### src/common/clkgen_macros.svh
`ifndef CLKGEN_MACROS_SVH
`define CLKGEN_MACROS_SVH

// channel count and divider sizing
`define CLKGEN_NUM_CH      7
`define CLKGEN_CNT_W       8
`define CLKGEN_DIVCFG_W    3   // log2 of ratio, minus one

// lock settling
`define CLKGEN_LOCK_CYCLES 16
`define CLKGEN_LOCK_W      5   // wide enough to hold the settle count

// register map
`define CLKGEN_ADDR_W      7
`define CLKGEN_DATA_W      16
`define CLKGEN_ADDR_STATUS 7'd8   // bit 0 reads back LOCKED

`endif

### src/common/clkgen_pkg.sv
`default_nettype none

`include "clkgen_macros.svh"

package clkgen_pkg;

  // ####################################################################
  // channel setting
  // ####################################################################

  // period is 2**(divcfg+1) CLKIN1 cycles and phase offsets the counter
  typedef struct packed {
    logic [`CLKGEN_CNT_W-1:0]    phase;
    logic [`CLKGEN_DIVCFG_W-1:0] divcfg;
  } div_cfg_t;

  // ####################################################################
  // register port request
  // ####################################################################

  typedef struct packed {
    logic                      en;   // DEN
    logic                      we;   // DWE
    logic [`CLKGEN_ADDR_W-1:0] addr; // DADDR
    logic [`CLKGEN_DATA_W-1:0] data; // DI
  } drp_req_t;

  // lock monitor FSM
  typedef enum logic {
    LOCK_SETTLE = 1'b0,
    LOCK_DONE   = 1'b1
  } lock_state_e;

endpackage

`default_nettype wire

### src/clock_divider/clock_divider.sv
`timescale 1ns/1ps
`default_nettype none

`include "clkgen_macros.svh"

// power-of-two divider for one channel
// the phase offset is added to the edge counter, so a nonzero phase
// shifts the square wave by that many CLKIN1 cycles
module clock_divider (
  input  wire logic                 CLKIN1,
  input  wire logic                 reset,
  input  wire logic                 restart,
  input  wire clkgen_pkg::div_cfg_t cfg,
  output logic                      div_out
);

  logic [`CLKGEN_CNT_W-1:0] cnt;      // free running edge count
  logic [`CLKGEN_CNT_W-1:0] phased;   // count shifted by phase

  // ####################################################################
  // edge counter
  // ####################################################################

  always_ff @(posedge CLKIN1 or posedge reset)
  begin
    if (reset)
    begin
      cnt <= '0;
    end
    else if (restart)
    begin
      cnt <= '0;   // all channels start together
    end
    else
    begin
      cnt <= cnt + 1'b1;   // wraps
    end
  end

  // ####################################################################
  // output select
  // ####################################################################

  // bit n of the count toggles every 2**n edges,
  // so bit divcfg gives a period of 2**(divcfg+1)
  assign phased  = cnt + cfg.phase;
  assign div_out = phased[cfg.divcfg];

  // restart realigns the counter on the next edge
  cnt_cleared: assert property (
    @(posedge CLKIN1) disable iff (reset)
    restart |=> (cnt == '0)
  ) else $error("divider count not cleared after restart");

endmodule

`default_nettype wire

### src/hdl/clkgen_cfg_regs.sv
`timescale 1ns/1ps
`default_nettype none

`include "clkgen_macros.svh"

module clkgen_cfg_regs (
  input  wire logic                      CLKIN1,
  input  wire logic                      reset,
  input  wire clkgen_pkg::drp_req_t      req,
  input  wire logic                      locked,
  output clkgen_pkg::div_cfg_t           ch_cfg [`CLKGEN_NUM_CH],
  output logic                           restart,
  output logic [`CLKGEN_DATA_W-1:0]      DO,
  output logic                           DRDY
);

  logic                      ch_hit;   // address falls on a channel register
  logic                      st_hit;
  logic [2:0]                ch_idx;
  logic [`CLKGEN_DATA_W-1:0] rd_data;

  // ####################################################################
  // address decode
  // ####################################################################

  assign ch_idx = req.addr[2:0];
  assign ch_hit = (req.addr < `CLKGEN_ADDR_W'(`CLKGEN_NUM_CH));
  assign st_hit = (req.addr == `CLKGEN_ADDR_STATUS);

  // read mux, same bit layout as a write
  always_comb
  begin
    rd_data = '0;
    if (ch_hit)
    begin
      rd_data[`CLKGEN_DIVCFG_W-1:0] = ch_cfg[ch_idx].divcfg;
      rd_data[15:8]                 = ch_cfg[ch_idx].phase;
    end
    else if (st_hit)
    begin
      rd_data[0] = locked;
    end
  end

  // ####################################################################
  // configuration storage
  // ####################################################################

  always_ff @(posedge CLKIN1 or posedge reset)
  begin
    if (reset)
    begin
      for (int i = 0; i < `CLKGEN_NUM_CH; i++)
      begin
        ch_cfg[i] <= '0;   // divide by 2 with no offset
      end
    end
    else if (req.en && req.we && ch_hit)
    begin
      ch_cfg[ch_idx] <= '{phase:  req.data[15:8],
                          divcfg: req.data[`CLKGEN_DIVCFG_W-1:0]};
    end
  end

  // response and restart one cycle after the request
  always_ff @(posedge CLKIN1 or posedge reset)
  begin
    if (reset)
    begin
      DRDY    <= 1'b0;
      restart <= 1'b0;
      DO      <= '0;
    end
    else
    begin
      DRDY    <= req.en;
      restart <= req.en & req.we;   // realigns every channel
      DO      <= (req.en && !req.we) ? rd_data : '0;
    end
  end

  // response only ever follows a request
  drdy_after_en: assert property (
    @(posedge CLKIN1) disable iff (reset)
    DRDY |-> $past(req.en)
  ) else $error("DRDY without a preceding DEN");

endmodule

`default_nettype wire

### src/hdl/clkgen_lock_monitor.sv
`timescale 1ns/1ps
`default_nettype none

`include "clkgen_macros.svh"

module clkgen_lock_monitor (
  input  wire logic                      CLKIN1,
  input  wire logic                      reset,
  input  wire logic                      restart,
  input  wire logic [`CLKGEN_NUM_CH-1:0] div_out,
  output logic                           CLKOUT0,
  output logic                           CLKOUT1,
  output logic                           CLKOUT2,
  output logic                           CLKOUT3,
  output logic                           CLKOUT4,
  output logic                           CLKOUT5,
  output logic                           CLKOUT6,
  output logic                           CLKOUT0B,
  output logic                           CLKOUT1B,
  output logic                           CLKOUT2B,
  output logic                           CLKOUT3B,
  output logic                           LOCKED
);

  clkgen_pkg::lock_state_e   state;
  logic [`CLKGEN_LOCK_W-1:0] settle_cnt;
  logic [`CLKGEN_NUM_CH-1:0] clk_q;   // div_out, one cycle later

  // ####################################################################
  // settle FSM
  // ####################################################################

  always_ff @(posedge CLKIN1 or posedge reset)
  begin
    if (reset)
    begin
      state      <= clkgen_pkg::LOCK_SETTLE;
      settle_cnt <= `CLKGEN_LOCK_W'(`CLKGEN_LOCK_CYCLES);
    end
    else if (restart)
    begin
      state      <= clkgen_pkg::LOCK_SETTLE;   // settle again after a write
      settle_cnt <= `CLKGEN_LOCK_W'(`CLKGEN_LOCK_CYCLES);
    end
    else if (state == clkgen_pkg::LOCK_SETTLE)
    begin
      settle_cnt <= settle_cnt - 1'b1;
      if (settle_cnt == `CLKGEN_LOCK_W'(1))
        state <= clkgen_pkg::LOCK_DONE;   // last settle edge
    end
  end

  assign LOCKED = (state == clkgen_pkg::LOCK_DONE);

  // output stage
  always_ff @(posedge CLKIN1 or posedge reset)
  begin
    if (reset)
      clk_q <= '0;
    else
      clk_q <= div_out;
  end

  assign CLKOUT0  = LOCKED & clk_q[0];
  assign CLKOUT1  = LOCKED & clk_q[1];
  assign CLKOUT2  = LOCKED & clk_q[2];
  assign CLKOUT3  = LOCKED & clk_q[3];
  assign CLKOUT4  = LOCKED & clk_q[4];
  assign CLKOUT5  = LOCKED & clk_q[5];
  assign CLKOUT6  = LOCKED & clk_q[6];
  assign CLKOUT0B = LOCKED & ~clk_q[0];   // low, not high, while unlocked
  assign CLKOUT1B = LOCKED & ~clk_q[1];
  assign CLKOUT2B = LOCKED & ~clk_q[2];
  assign CLKOUT3B = LOCKED & ~clk_q[3];

  no_early_lock: assert property (
    @(posedge CLKIN1) disable iff (reset)
    LOCKED |-> (settle_cnt == '0)
  ) else $error("LOCKED high with settle count %0d", settle_cnt);

endmodule

`default_nettype wire

### src/hdl/clkgen_top.sv
`timescale 1ns/1ps
`default_nettype none

`include "clkgen_macros.svh"

module clkgen_top (
  input  wire logic                      CLKIN1,
  input  wire logic                      reset,
  input  wire logic                      DEN,
  input  wire logic                      DWE,
  input  wire logic [`CLKGEN_ADDR_W-1:0] DADDR,
  input  wire logic [`CLKGEN_DATA_W-1:0] DI,
  output logic [`CLKGEN_DATA_W-1:0]      DO,
  output logic                           DRDY,
  output logic                           CLKOUT0,
  output logic                           CLKOUT1,
  output logic                           CLKOUT2,
  output logic                           CLKOUT3,
  output logic                           CLKOUT4,
  output logic                           CLKOUT5,
  output logic                           CLKOUT6,
  output logic                           CLKOUT0B,
  output logic                           CLKOUT1B,
  output logic                           CLKOUT2B,
  output logic                           CLKOUT3B,
  output logic                           LOCKED
);

  clkgen_pkg::drp_req_t      drp_req;
  clkgen_pkg::div_cfg_t      ch_cfg [`CLKGEN_NUM_CH];
  logic                      restart;   // pulse after every write
  logic [`CLKGEN_NUM_CH-1:0] div_out;

  assign drp_req = clkgen_pkg::drp_req_t'{en: DEN, we: DWE, addr: DADDR, data: DI};

  // ####################################################################
  // register block
  // ####################################################################

  clkgen_cfg_regs u_regs (
    .CLKIN1  (CLKIN1),
    .reset   (reset),
    .req     (drp_req),
    .locked  (LOCKED),
    .ch_cfg  (ch_cfg),
    .restart (restart),
    .DO      (DO),
    .DRDY    (DRDY)
  );

  // one divider per output channel
  genvar i;
  generate
    for (i = 0; i < `CLKGEN_NUM_CH; i++)
    begin : gen_ch
      clock_divider u_div (
        .CLKIN1  (CLKIN1),
        .reset   (reset),
        .restart (restart),
        .cfg     (ch_cfg[i]),
        .div_out (div_out[i])
      );
    end
  endgenerate

  clkgen_lock_monitor u_lock (
    .CLKIN1   (CLKIN1),
    .reset    (reset),
    .restart  (restart),
    .div_out  (div_out),
    .CLKOUT0  (CLKOUT0),
    .CLKOUT1  (CLKOUT1),
    .CLKOUT2  (CLKOUT2),
    .CLKOUT3  (CLKOUT3),
    .CLKOUT4  (CLKOUT4),
    .CLKOUT5  (CLKOUT5),
    .CLKOUT6  (CLKOUT6),
    .CLKOUT0B (CLKOUT0B),
    .CLKOUT1B (CLKOUT1B),
    .CLKOUT2B (CLKOUT2B),
    .CLKOUT3B (CLKOUT3B),
    .LOCKED   (LOCKED)
  );

endmodule

`default_nettype wire

### config.mk
export PLATFORM = sky130hd
export DESIGN_NAME = clkgen_top
export DESIGN_NICKNAME = d
export VERILOG_FILES = /design/src/common/clkgen_pkg.sv /design/src/clock_divider/clock_divider.sv /design/src/hdl/clkgen_cfg_regs.sv /design/src/hdl/clkgen_lock_monitor.sv /design/src/hdl/clkgen_top.sv
export VERILOG_INCLUDE_DIRS = /design/src /design/src/common
export SDC_FILE = /design/constraint.sdc
export NUM_CORES = 1
export LEC_CHECK = 0
export BUFFER_PORTS_ARGS = -buffer_cell sky130_fd_sc_hd__buf_4
export CORE_ASPECT_RATIO = 0.7
export CORE_MARGIN = 2
export CORE_UTILIZATION = 55
export CTS_CLUSTER_DIAMETER = 30
export DETAILED_ROUTE_END_ITERATION = 10
export GPL_TIMING_DRIVEN = 0
export PLACE_DENSITY = 0.73
export SYNTH_ARGS = -nofsm -noshare
export SYNTH_HDL_FRONTEND = slang
export SYNTH_SLANG_ARGS = --single-unit
export TNS_END_PERCENT = 100
### constraint.sdc
create_clock -name CLKIN1 -period 8.65 [get_ports CLKIN1]
set_input_delay 0.865 -clock CLKIN1 [delete_from_list [all_inputs] [get_ports CLKIN1]]
set_output_delay 0.865 -clock CLKIN1 [all_outputs]
set_load 0.01 [all_outputs]
## After elaboration in Yosys (flattened, before gate mapping)

Index checks and enable logic that the tools add are counted.

| word-level totals | value |
|---|---|
| word-level logic and storage cells | 114 |
| bits of input ports | 27 |
| register bits after elaboration | 164 |

| cells by class | value |
|---|---|
| $lt $le $gt $ge | 10 |
| equal/unequal tests | 3 |
| reduce and logical (&&, ||, !) cells | 5 |
| bitwise operators | 17 |
| add/subtract/negate cells | 15 |
| muxes and demuxes | 37 |

Operators by type and width:

| operator | number |
|---|---|
| bitwise mux 77 bit | 1 |
| 2-to-1 mux 8 bit | 8 |
| adder 8 x 1 -> 8 bit, second input constant | 7 |
| adder 8 bit | 7 |
| binary-select mux 11 bit (select 3 bit) | 1 |
| demux 11 bit (select 3 bit) | 1 |
| 2-to-1 mux 11 bit | 3 |
| < comparator 3 x 4 -> 1 bit, second input constant | 7 |
| binary-select mux 1 bit (select 3 bit) | 7 |
| 2-to-1 mux 16 bit | 1 |
| bitwise AND 1 bit | 12 |
| 2-to-1 mux 1 bit | 12 |
| 2-to-1 mux 5 bit | 2 |
| equality test 7 x 4 -> 1 bit, second input constant | 1 |
| < comparator 7 x 3 -> 1 bit, second input constant | 1 |
| equality test 5 x 1 -> 1 bit, second input constant | 1 |
| subtractor 5 x 1 -> 5 bit, second input constant | 1 |
| >= comparator 4 bit, second input constant | 1 |
| logical AND 1 bit | 4 |
| < comparator 4 x 1 -> 1 bit, second input constant | 1 |
| NOT 1 bit | 4 |
| NOT 3 -> 4 bit | 1 |
| 2-to-1 mux 2 bit | 1 |
| inequality test 2 bit, second input constant | 1 |
| zero test 1 bit | 1 |

## Longest topological paths before layout

Gate-level depths: netlist (run 1).

| logic depth | value |
|---|---|
| depth after elaboration | 6 |
| mapped depth | 8 |
| mapped depth without buffers | 8 |

## Hierarchy

A second synthesis (run 1) with hierarchy kept.

| second synthesis, totals | value |
|---|---|
| cells, all modules | 935 |
| area total of the unflattened synthesis | 10020.9 sq um |

By module, submodules not included:

| module | area each (sq um) | times used | cells each |
|---|---|---|---|
| clkgen_cfg_regs | 4222.8 | 1 | 311 |
| clock_divider at gen_ch[2].u_div ... | 737.0 | 5 | 82 |
| clock_divider at gen_ch[0].u_div ... | 773.2 | 2 | 83 |
| clkgen_lock_monitor | 566.8 | 1 | 48 |

## Worst setup path before layout (run 1)

Ideal clock, no wire load.

| timing path | value |
|---|---|
| kind | input -> register |
| start | input DADDR[3] |
| end | register u_regs.ch_cfg[33] (netlist name) |
| cell stages on the path | 5 |
| required time | 8525 ps |
| slack | 6359 ps |
| setup time | 125 ps |
| data arrival time | 2166 ps |
| cells stage by stage | nor4_4 > and2_4 > or3b_1 > buf_6 > mux2_4 |

| on the way | value |
|---|---|
| word-level cells in the longest chain between the ends | 2 |

RTL lines:

| what | line | source |
|---|---|---|
| from (decl) | clkgen_top.sv:11 | `` input wire logic [`CLKGEN_ADDR_W-1:0] DADDR, `` |
| < comparator 7 x 3 -> 1 bit | clkgen_cfg_regs.sv:27 | `` assign ch_hit = (req.addr < `CLKGEN_ADDR_W'(`CLKGEN_NUM_CH)); `` |
| logical AND 1 bit | clkgen_cfg_regs.sv:58 | `else if (req.en && req.we && ch_hit)` |

Every way passes these cells.
A chain may end at the register's enable or synchronous reset.

## Worst setup path in the final report (run 1)

| timing path | value |
|---|---|
| start | register u_lock.state, in the netlist u_lock.LOCKED |
| end | output CLKOUT1 |

| on the way | value |
|---|---|
| word-level cells in the longest chain between the ends | 1 |

RTL lines:

| what | line | source |
|---|---|---|
| from (decl) | clkgen_lock_monitor.sv:25 | `clkgen_pkg::lock_state_e state;` |
| from (signal assigned) | clkgen_lock_monitor.sv:37 | `state <= clkgen_pkg::LOCK_SETTLE;` |
| from (signal assigned) | clkgen_lock_monitor.sv:42 | `state <= clkgen_pkg::LOCK_SETTLE;` |
| from (signal assigned) | clkgen_lock_monitor.sv:49 | `state <= clkgen_pkg::LOCK_DONE;` |
| bitwise AND 1 bit | clkgen_lock_monitor.sv:65 | `assign CLKOUT1 = LOCKED & clk_q[1];` |
| to (decl) | clkgen_top.sv:16 | `output logic CLKOUT1,` |

Every way passes these cells.

==> metrics.csv, run 1 <==
metric,value,unit
number of antenna violations at the first check in global routing,1,
count of buffer and inverter cells on the critical path,3,
RSZ-0062 raised after global routing,false,
leading post-synthesis cells by cell area,"dfrtp_1 42%, ha_1 7.6%, mux2_2 7.5%, nor2_1 4.2%, xor2_1 4.1%",
biggest cell delay along the critical path,0.69,ns
CTS tree,done,
gr usage total,27.67,%
Synth Flop Type,dfrtp_1,
arrival time of the worst setup path,2.19,ns
mean post-synth cell area,10.48,sq um
placed cell count,1185,
CP Class,reg2out,
"number of standard cells in the layout, taps in and fillers out",1216,
Syn-to-layout area delta,12.73,%
combinational share of power,22.6,%
wire length per cell after detailed routing,19.50,um
fraction of the core area covered by cells at the end of the flow,62.91,%
layout cell share with drive strength beyond 1,17.56,%
launch point of the worst hold path,gen_ch[0].u_div.cnt[0]$_DFF_PP0_,
Die H,113.9,um
most used standard cells in the synthesized netlist,"158 x dfrtp_1, 107 x nor2_1, 63 x mux2_2",
post-synthesis cell area,0.009497,sq mm
slowest library cell on the worst path,clkbuf_1,
switching fraction of total power,31.48,%
total of fill cells in the finished design,1399,
Cells after Synth,906,
sum of negative setup slack,0,ns
relative slew slack,40.11,%
fraction of power consumed by sequential logic,44.3,%
cell area power density,200.8,mW/mm^2
Leak Pwr,5.250,nW
number of maximum-capacitance violations,0,
post-route clock period utilization,35.36,%
cts hold-fix bufs,0,
top cell type by total area after synthesis,dfrtp_1,
final net count,1065,
post-route worst hold slack,0.4830,ns
Worst-Skew Late Latency,0.44,ns
status,completed,
final number of max-transition violations,0,
effective utilization at floorplan,55.81,%
count of cells resized by post-cts repair,0,
worst slew pin tran,0.8984,ns
DR pass1 iterations,5,
routed vias/inst,5.890,
count of flip-flops with a built-in enable after synthesis,0,
reg2reg start,u_regs.ch_cfg[69]$_DFFE_PP0P_,
Setup crit end kind,output port,
final critical-path required period,3.059,ns
top-area cell type share of the netlist area,41.63,%
clock-pin transition on the worst setup and hold timing paths,0.06,ns
"wirelength, routed",23710,um
#FFs+latches synth,159,
share of power burned in the clock network,33.1,%
crit path cell chain,clkbuf_1 > clkbuf_1 > and2_1 > buf_4,
peak supply drop,0.1082,mV
final-report setup violation count,0,
global-route wire length before repair,38560,um
highest net fanout along the worst path,10,
cell area reported after detailed placement,0.01016,sq mm
sequential share of the synthesized area,41.91,%
gpl congestion,0.9981,
worst hold path depth,1,
"Warnings, synthesis",0,
class of the tightest hold or removal check,reg2reg,
most numerous cell in the Yosys netlist,dfrtp_1,
antenna fix cells,0,
number of placement rows,40,
number of distinct library cells after synthesis,61,
DRT iter0 DRCs,496,
via count of the first global-routing pass,6822,
kind of cell adding the most delay to the critical path,buffers and inverters,
fin area,0.01071,sq mm
Power Internal,1.473,mW
Hold Path Sink,gen_ch[0].u_div.cnt[0]$_DFF_PP0_,
core region area,0.01702,sq mm
depth of the CTS H-tree,4,
number of DRC violations after detailed routing,0,
library cell appearing most often on the critical path,clkbuf_1,
number of buffers created by CTS,17,
Sinks on Clock Net,159,
share of flip-flops with an asynchronous set or reset after synthesis,100.0,%
number of setup buffers added after CTS,0,
Bufs on Longest Clock Path,2,
maximum number of pins on one net before global-route repair,98,
P_sw,676.7,uW
setup clock skew after layout,0.009665,ns
kind of launch point of the worst setup path,register,
Root Buffer,clkbuf_16,
top achievable clock speed,326.9,MHz
number of cell instances on the worst register-to-register path,8,
count of input and output buffers,43,
minimum setup slack among reg-to-reg paths,6.31,ns
Critical Path RT,7.79,ns
Critical R2R Capture,u_lock.clk_q[0]$_DFF_PP0_,
final antenna-violating net count,0,
floorplan die area,0.01835,sq mm
post-detailed-placement half-perimeter wirelength,17480,um
# IOs,56,
final hold violations,0,
total gr overflow,0,
routed vias,7162,
die outline width,161.1,um
-- metal layers --
metal | GRT usage [%] | vias to the layer above | routed length, um
li1 | - | 3403 | -
met1 | 40.78 | 3540 | 11520
met3 | 6.000 | 39 | 1306
met2 | 40.60 | 180 | 10270
met4 | 9.464 | 0 | 616
met5 | 0 | - | 0
-- logic make-up (layout without fill, tap and decap cells) --
kind of cell,count (synthesis),after routing,share of synthesized area (%)
simple gates,266,266,13.76
compound gates,174,174,11.96
flops,159,159,41.91
mux,111,111,13.72
xor+xnor,75,75,6.917
fa+ha+maj,65,65,9.117
buf+inv,55,130,2.582
other cells,1,5,0.03949
-- state kept, by name, indices dropped and copies added (netlist names) --
signal and cells:
gen_ch.u_div.cnt 56, u_regs.DO 11, u_lock.clk_q 7, u_regs.ch_cfg 77, u_regs.DRDY 1, u_regs.restart 1
u_lock.settle_cnt 5, u_lock.LOCKED 1
-- worst max-delay path by stage --
| stage | cells after the start | end | startpoint | slack, ns |
|---|---|---|---|---|
| final | 4 | CLKOUT1 | u_lock.LOCKED$_DFF_PP0_ | 5.59 |
| after floorplan | 1 | gen_ch[0].u_div.cnt[0]$_DFF_PP0_ | reset | 3.50 |
| after global routing | 4 | CLKOUT1 | u_lock.LOCKED$_DFF_PP0_ | 5.53 |
| after CTS | 4 | CLKOUT1 | u_lock.LOCKED$_DFF_PP0_ | 5.60 |
| after global placement | 2 | gen_ch[5].u_div.cnt[6]$_DFF_PP0_ | reset | 1.73 |
| after detailed placement | 7 | u_regs.ch_cfg[48]$_DFFE_PP0P_ | DADDR[3] | 5.98 |
-- per-stage QoR --
step	total power [mW]	setup WS, ns
global placement	1.422	1.727
detailed placement	1.448	5.978
CTS	2.160	5.600
global route	2.273	5.526
floorplan	1.287	3.495
finish	2.150	5.591
-- layout by cell type, fill, tap and decap left out, types with 5 or more instances in the layout --
cell type | netlist | final
ha_1 | 58 | 58
mux2_4 | 10 | 10
and3_1 | 17 | 17
inv_1 | 14 | 13
o21ai_0 | 45 | 45
and2_1 | 8 | 8
nor2b_1 | 18 | 18
nand3_1 | 43 | 43
clkbuf_1 | 25 | 27
nand2_1 | 30 | 30
and3b_1 | 5 | 5
buf_2 | 7 | 7
a31oi_1 | 5 | 5
a21o_1 | 14 | 14
xor2_1 | 44 | 44
conb_1 | 1 | 5
nor2_1 | 107 | 107
o41ai_1 | 7 | 7
buf_4 | 6 | 49
a211oi_1 | 17 | 17
mux4_2 | 5 | 5
mux2i_1 | 33 | 33
clkbuf_16 | 0 | 17
nand2b_1 | 10 | 10
o211ai_1 | 11 | 11
o31a_1 | 5 | 5
mux2_2 | 63 | 63
dfrtp_1 | 158 | 158
o21bai_1 | 6 | 6
nor3_1 | 9 | 9
xnor2_1 | 31 | 31
fa_1 | 7 | 7
a21oi_1 | 37 | 37
-- cell type report --
class                      count  area, sq um  share of cell area (%)
buffer                        41        192.7                   1.800
clock buffer                  21        460.4                   4.301
clock inverter                10        88.84                  0.8298
inverter                      14        57.56                  0.5376
multi-input combinational    696         5286                   49.38
sequential                   159         3980                   37.18
tap                          231        289.0                   2.700
timing repair buffer          44        350.3                   3.273
-- power groups by stage --
stage               clock network (mW)  logic [mW]  registers, mW
floorplan                            0       0.360          0.927
global placement                     0       0.463          0.959
detailed placement                   0       0.484          0.963
CTS                              0.720       0.487          0.952
global route                     0.754       0.549          0.970
finish                           0.711       0.486          0.953
No activity file was read; power rests on OpenSTA's default activity.
==> run 2, diff against run 1 <==
- ABC_AREA: default -> 1
- clock period: 8.65 -> 3.2 ns (I/O delays scaled with it)
==> run 2 against run 1 <==
Worst hold slack got worse by 0.47 ns; critical endpoint is now CLKOUT3B; area after synthesis rose by 2.3%; sequential share of layout area fell by 1.1 points; highest routed layer unchanged; final cell count rose by 31%; largest cell class unchanged; via count rose by 23%; non-clock buffer count fell by 1.
==> metrics.csv, run 2 <==
metric,value,unit,change
status,completed,,unchanged
cell area power density,515.5,mW/mm^2,was 200.8 mW/mm^2
highest net fanout along the worst path,10,,unchanged
DRT iter0 DRCs,1047,,was 496
RSZ-0062 raised after global routing,false,,unchanged
layout cell share with drive strength beyond 1,10.51,%,was 17.56%
Place WS,1.192,ns,was 5.978 ns
placed cell count,1558,,was 1185
register ranked first by flip-flop count,u_regs.ch_cfg,,unchanged
mean post-synth cell area,7.617,sq um,was 10.48 sq um
final-report setup violation count,0,,unchanged
leading post-synthesis cells by cell area,"dfrtp_1 41%, nand2_1 13%, ha_1 7.5%, inv_1 6.5%, nand3_1 5.9%",,"was dfrtp_1 42%, ha_1 7.6%, mux2_2 7.5%, nor2_1 4.2%, xor2_1 4.1%"
number of distinct library cells after synthesis,42,,was 61
most common library cell in the layout ignoring fill and taps,nand2_1,,was dfrtp_1
slowest library cell on the worst path,clkbuf_1,,unchanged
number of antenna violations at the first check in global routing,0,,was 1
peak supply drop,0.4808,mV,was 0.1082 mV
final hold violations,0,,unchanged
clock-pin transition on the worst setup and hold timing paths,0.07,ns,was 0.06 ns
number of placement rows,40,,unchanged
Syn-to-layout area delta,13.53,%,was 12.73%
"number of standard cells in the layout, taps in and fillers out",1592,,was 1216
final number of max-transition violations,0,,unchanged
"commonest cells after routing, fill and taps aside","344 x nand2_1, 168 x inv_1, 158 x dfrtp_1, 114 x nand3_1, 96 x a21oi_1",,"was 158 x dfrtp_1, 107 x nor2_1, 63 x mux2_2, 58 x ha_1, 49 x buf_4"
sequential share of the synthesized area,40.98,%,was 41.91%
share of flip-flops with an asynchronous set or reset after synthesis,100.0,%,unchanged
top achievable clock speed,413.1,MHz,
fin area,0.01103,sq mm,was 0.01071 sq mm
count of flip-flops with a built-in enable after synthesis,0,,unchanged
effective utilization at floorplan,56.41,%,was 55.81%
final critical-path required period,2.420,ns,
"Warnings, synthesis",0,,unchanged
maximum number of pins on one net before global-route repair,42,,was 98
depth of the CTS H-tree,4,,unchanged
relative slew slack,43.67,%,was 40.11%
routed vias,8799,,was 7162
total of fill cells in the finished design,1480,,was 1399
Synth Flop Type,dfrtp_1,,unchanged
biggest cell delay along the critical path,0.62,ns,was 0.69 ns
sum of negative setup slack,0,ns,unchanged
class of the tightest hold or removal check,in2reg,,was reg2reg
core region area,0.01722,sq mm,was 0.01702 sq mm
"wirelength, routed",26690,um,was 23710 um
CP Class,reg2out,,unchanged
arrival time of the worst setup path,2.10,ns,was 2.19 ns
Critical Path RT,2.88,ns,was 7.79 ns
most used standard cells in the synthesized netlist,"344 x nand2_1, 169 x inv_1, 158 x dfrtp_1",,"was 158 x dfrtp_1, 107 x nor2_1, 63 x mux2_2"
max reg flops,77,,unchanged
crit path cell chain,clkbuf_1 > inv_1 > nor2_1 > buf_4,,was clkbuf_1 > clkbuf_1 > and2_1 > buf_4
Setup crit end kind,output port,,unchanged
Worst-Skew Late Latency,0.43,ns,was 0.44 ns
number of buffers created by CTS,17,,unchanged
wire length per cell after detailed routing,16.76,um,was 19.50 um
gr usage total,30.18,%,was 27.67%
worst slew pin tran,0.8449,ns,was 0.8984 ns
kind of launch point of the worst setup path,register,,unchanged
fraction of the core area covered by cells at the end of the flow,64.04,%,was 62.91%
"Power, Total",5.683,mW,was 2.150 mW
post-route clock period utilization,75.64,%,
post-route worst hold slack,0.01683,ns,was 0.4830 ns
final antenna-violating net count,0,,unchanged
count of input and output buffers,44,,was 43
#FFs+latches synth,159,,unchanged
final net count,1439,,was 1065
Leak Pwr,5.758,nW,was 5.250 nW
Root Buffer,clkbuf_16,,unchanged
Die H,115.2,um,was 113.9 um
total gr overflow,0,,unchanged
routed vias/inst,5.527,,was 5.890
worst-case setup margin in the final layout,0.7795,ns,was 5.591 ns
registers with the most flip-flops,"u_regs.ch_cfg: 77 flops, gen_ch.u_div.cnt: 56 flops, u_regs.DO: 11 flops",,unchanged
CTS tree,done,,unchanged
DR pass1 iterations,6,,was 5
number of DRC violations after detailed routing,0,,unchanged
setup clock skew after layout,0.01057,ns,was 0.009665 ns
Cells after Synth,1275,,was 906
number of maximum-capacitance violations,0,,unchanged
gpl congestion,0.9604,,was 0.9981
most numerous cell in the Yosys netlist,nand2_1,,was dfrtp_1
post-synthesis cell area,0.009712,sq mm,was 0.009497 sq mm
via count of the first global-routing pass,8052,,was 6822
Sinks on Clock Net,159,,unchanged
floorplan die area,0.01875,sq mm,was 0.01835 sq mm
global-route wire length before repair,43260,um,was 38560 um
top-area cell type share of the netlist area,40.71,%,was 41.63%
die outline width,162.8,um,was 161.1 um
cell area reported after detailed placement,0.01043,sq mm,was 0.01016 sq mm
top cell type by total area after synthesis,dfrtp_1,,unchanged
count of cells resized by post-cts repair,0,,unchanged
Bufs on Longest Clock Path,2,,unchanged
post-detailed-placement half-perimeter wirelength,20070,um,was 17480 um
# IOs,56,,unchanged
run 2: cell count changes after synthesis, sizes merged, moves of 59 or more:
cell | previous run | this run
a21oi | 37 | 96
inv | 14 | 172
mux2 | 73 | 0
nand2 | 30 | 352
nand3 | 43 | 116
o21ai | 45 | 134
run 2: report_power, final:
group          leakage, nW  total (mW)  internal (mW)  switching [mW]
logic                 3.35        1.18          0.442           0.739
clock network        0.265        2.03           1.17           0.855
registers             2.14        2.48           2.23           0.244
run 2: cell type report:
type	count	area, sq um	share of cell area [%]
clock buffer	20	446.7	4.051
antenna	1	2.502	0.02270
inverter	174	661.9	6.003
timing repair buffer	49	420.4	3.813
multi-input combinational	911	4842	43.92
sequential	159	3980	36.10
tap	231	289.0	2.621
clock inverter	12	136.4	1.237
buffer	35	246.5	2.236
run 2: layer usage:
layer	GRT usage, %	wire length, um	part of all wire, %
met1	43.48	12770	48
met5	0	0	0
met4	7.788	452	1.7
met3	7.684	2156	8.1
met2	45.71	11320	42
run 2: what timing repair did:
action                                 4_1_cts  5_1_grt
setup buffers                                0        0
hold buffers                                 1        0
endpoints found under the hold margin       12        0
run 2: kinds of logic (layout without fill, tap and decap cells):
| family | after synthesis | after routing | synth area share (%) |
|---|---|---|---|
| and+or+nand+nor | 583 | 583 | 26.11 |
| AOI/OAI and AO/OA | 250 | 250 | 13.91 |
| buffers and inverters | 209 | 290 | 9.315 |
| DFF | 159 | 159 | 40.98 |
| adders and majority gates | 65 | 65 | 8.915 |
| xor gates and xnor gates | 8 | 8 | 0.7215 |
| other | 1 | 6 | 0.03861 |
run 2: path summary, 6_finish.rpt:
kind | from | endpoint | slack, ns | depth (start not counted)
setup / recovery | u_lock.LOCKED$_DFF_PP0_ | CLKOUT3B | 0.78 | 4
hold / removal | DEN | u_regs.DRDY$_DFF_PP0_ | 0.02 | 1
setup reg to reg | u_regs.ch_cfg[36]$_DFFE_PP0P_ | u_lock.clk_q[3]$_DFF_PP0_ | 1.16 | 10
hold reg to reg | gen_ch[6].u_div.cnt[0]$_DFF_PP0_ | gen_ch[6].u_div.cnt[0]$_DFF_PP0_ | 0.49 | 1
max in group asynchronous | reset | u_lock.settle_cnt[4]$_DFFE_PP1P_ | 1.96 | 5
min in group asynchronous | reset | gen_ch[3].u_div.cnt[2]$_DFF_PP0_ | 0.42 | 3
run 2: critical path, delay by kind of cell (launching register included):
family / cells / cell delay (ns)
simple gates: 1 / 0.19
flops: 1 / 0.35
buf+inv: 3 / 1.13
==> run 3, diff against run 2 <==
- clock period: 3.2 -> 2.25 ns (I/O delays scaled with it)
==> run 3 against run 2 <==
Worst hold slack improved by 0.11 ns; wire length down 0.31%; die area unchanged; via count down 0.10%; combinational power grew 39%; non-clock buffer count unchanged; flip-flop and latch count unchanged; utilization about the same; critical path type is now reg2reg; highest routed layer unchanged.
==> metrics.csv, run 3 (same netlist as run 2, synthesis figures left out) <==
metric,value,unit,change
status,completed,,unchanged
total of fill cells in the finished design,1479,,was 1480
Root Buffer,clkbuf_16,,unchanged
kind of launch point of the worst setup path,register,,unchanged
gr usage total,30.19,%,was 30.18%
Power Internal,5.467,mW,was 3.846 mW
core region area,0.01722,sq mm,unchanged
registers with the most flip-flops,"u_regs.ch_cfg: 77 flops, gen_ch.u_div.cnt: 56 flops, u_regs.DO: 11 flops",,unchanged
DRT iter0 DRCs,1023,,was 1047
CTS tree,done,,unchanged
combinational share of power,20.3,%,was 20.8%
post-route clock period utilization,90.41,%,
number of placement rows,40,,unchanged
routed vias,8790,,was 8799
peak supply drop,0.6833,mV,was 0.4808 mV
"Power, Total",8.079,mW,was 5.683 mW
final critical-path required period,2.034,ns,
# IOs,56,,unchanged
fraction of the core area covered by cells at the end of the flow,64.08,%,was 64.04%
slowest library cell on the worst path,dfrtp_1,,was clkbuf_1
final net count,1439,,unchanged
total gr overflow,0,,unchanged
Bufs on Longest Clock Path,2,,unchanged
worst slew pin tran,0.8617,ns,was 0.8449 ns
Sinks on Clock Net,159,,unchanged
number of setup buffers added after CTS,0,,unchanged
register ranked first by flip-flop count,u_regs.ch_cfg,,unchanged
final-report setup violation count,0,,unchanged
die outline width,162.8,um,unchanged
fraction of power consumed by sequential logic,44.0,%,was 43.6%
gpl congestion,0.9604,,unchanged
arrival time of the worst setup path,2.29,ns,was 2.10 ns
routed vias/inst,5.521,,was 5.527
depth of the CTS H-tree,4,,unchanged
Syn-to-layout area delta,13.59,%,was 13.53%
sum of negative setup slack,0,ns,unchanged
RSZ-0062 raised after global routing,false,,unchanged
clock-pin transition on the worst setup and hold timing paths,0.06,ns,was 0.07 ns
"wirelength, routed",26610,um,was 26690 um
Worst-Skew Late Latency,0.43,ns,about the same
most common library cell in the layout ignoring fill and taps,nand2_1,,unchanged
final number of max-transition violations,0,,unchanged
number of antenna violations at the first check in global routing,0,,unchanged
layout cell share with drive strength beyond 1,10.51,%,unchanged
global-route wire length before repair,43300,um,was 43260 um
top achievable clock speed,491.6,MHz,
P_sw,2.612,mW,was 1.837 mW
Leak Pwr,5.761,nW,was 5.758 nW
Setup crit end kind,register,,was output port
number of buffers created by CTS,17,,unchanged
class of the tightest hold or removal check,in2reg,,unchanged
DR pass1 iterations,5,,was 6
switching fraction of total power,32.33,%,about the same
max reg flops,77,,unchanged
Critical Path RT,2.51,ns,was 2.88 ns
biggest cell delay along the critical path,0.43,ns,was 0.62 ns
cell area power density,732.3,mW/mm^2,was 515.5 mW/mm^2
final antenna-violating net count,0,,unchanged
kind of cell adding the most delay to the critical path,simple AND/OR/NAND/NOR gates,,was buffers and inverters
post-detailed-placement half-perimeter wirelength,20070,um,unchanged
crit path cell chain,ha_1 > fa_1 > nand2_1 > nand2_1 > nand3b_1 > nand3b_1 > nand3_1 > nand3_1 > nand2_1 > nand2_1,,was clkbuf_1 > inv_1 > nor2_1 > buf_4
Die H,115.2,um,unchanged
share of power burned in the clock network,35.7,%,about the same
effective utilization at floorplan,56.41,%,unchanged
number of DRC violations after detailed routing,0,,unchanged
"commonest cells after routing, fill and taps aside","344 x nand2_1, 168 x inv_1, 158 x dfrtp_1, 114 x nand3_1, 96 x a21oi_1",,unchanged
floorplan die area,0.01875,sq mm,unchanged
"number of standard cells in the layout, taps in and fillers out",1592,,unchanged
placed cell count,1558,,unchanged
via count of the first global-routing pass,8057,,was 8052
highest net fanout along the worst path,3,,was 10
relative slew slack,42.56,%,was 43.67%
maximum number of pins on one net before global-route repair,42,,unchanged
CP Class,reg2reg,,was reg2out
post-route worst hold slack,0.1281,ns,was 0.01683 ns
count of input and output buffers,44,,unchanged
final hold violations,0,,unchanged
wire length per cell after detailed routing,16.71,um,was 16.76 um
setup clock skew after layout,0.01049,ns,was 0.01057 ns
library cell appearing most often on the critical path,nand2_1,,
count of buffer and inverter cells on the critical path,0,,was 3
number of maximum-capacitance violations,0,,unchanged
run 3: layout make-up:
class | count | area (sq um) | share of cell area [%]
tap | 231 | 289.0 | 2.620
clock inverter | 12 | 136.4 | 1.236
timing repair buffer | 50 | 430.4 | 3.902
sequential | 159 | 3980 | 36.08
clock buffer | 20 | 446.7 | 4.049
buffer | 34 | 242.7 | 2.200
antenna | 1 | 2.502 | 0.02268
inverter | 174 | 661.9 | 6.000
multi-input combinational | 911 | 4842 | 43.89
run 3: power groups by stage:
stage          clock (mW)  sequential [mW]  combinational (mW)
2_1_floorplan           0             3.46                1.20
3_3_place_gp            0             3.55                1.59
3_5_place_dp            0             3.56                1.66
4_1_cts              2.90             3.55                1.64
5_1_grt              3.02             3.60                1.90
6_report             2.89             3.55                1.64
run 3: final timing paths:
kind	cells past startpoint	from	endpoint	slack [ns]
max	10	u_regs.ch_cfg[36]$_DFFE_PP0P_	u_lock.clk_q[3]$_DFF_PP0_	0.22
min	3	DWE	u_regs.restart$_DFF_PP0_	0.13
max reg2reg	10	u_regs.ch_cfg[36]$_DFFE_PP0P_	u_lock.clk_q[3]$_DFF_PP0_	0.22
min reg2reg	2	u_regs.ch_cfg[46]$_DFFE_PP0P_	u_regs.ch_cfg[46]$_DFFE_PP0P_	0.49
max in group asynchronous	5	reset	u_lock.settle_cnt[4]$_DFFE_PP1P_	1.10
min in group asynchronous	3	reset	gen_ch[3].u_div.cnt[2]$_DFF_PP0_	0.33
run 3: routing by layer:
layer,routed length [um],vias up,track usage (%)
li1,-,4333,-
met2,11250,303,45.71
met5,0,-,0
met3,2141,39,7.540
met4,488,0,7.729
met1,12730,4115,43.64
run 3: repair_timing:
action,4_1_cts,5_1_grt
endpoints found under the setup margin,4,0
hold buffers,2,0
resized for setup,0,0
endpoints found under the hold margin,13,0
run 3: worst min-delay path: stages:
cell	delay (ns)
buf_4	0.11
nand2_1	0.05
inv_1	0.10
run 3: stage by stage:
| step | instance area [sq um] | worst slack (ns) |
|---|---|---|
| floorplan | 9731 | 0.01096 |
| global placement | 10350 | -1.050 |
| detailed placement | 10430 | 0.2415 |
| CTS | 11030 | 0.1956 |
| global route | 11030 | 0.03332 |
| finish | 11030 | 0.2158 |
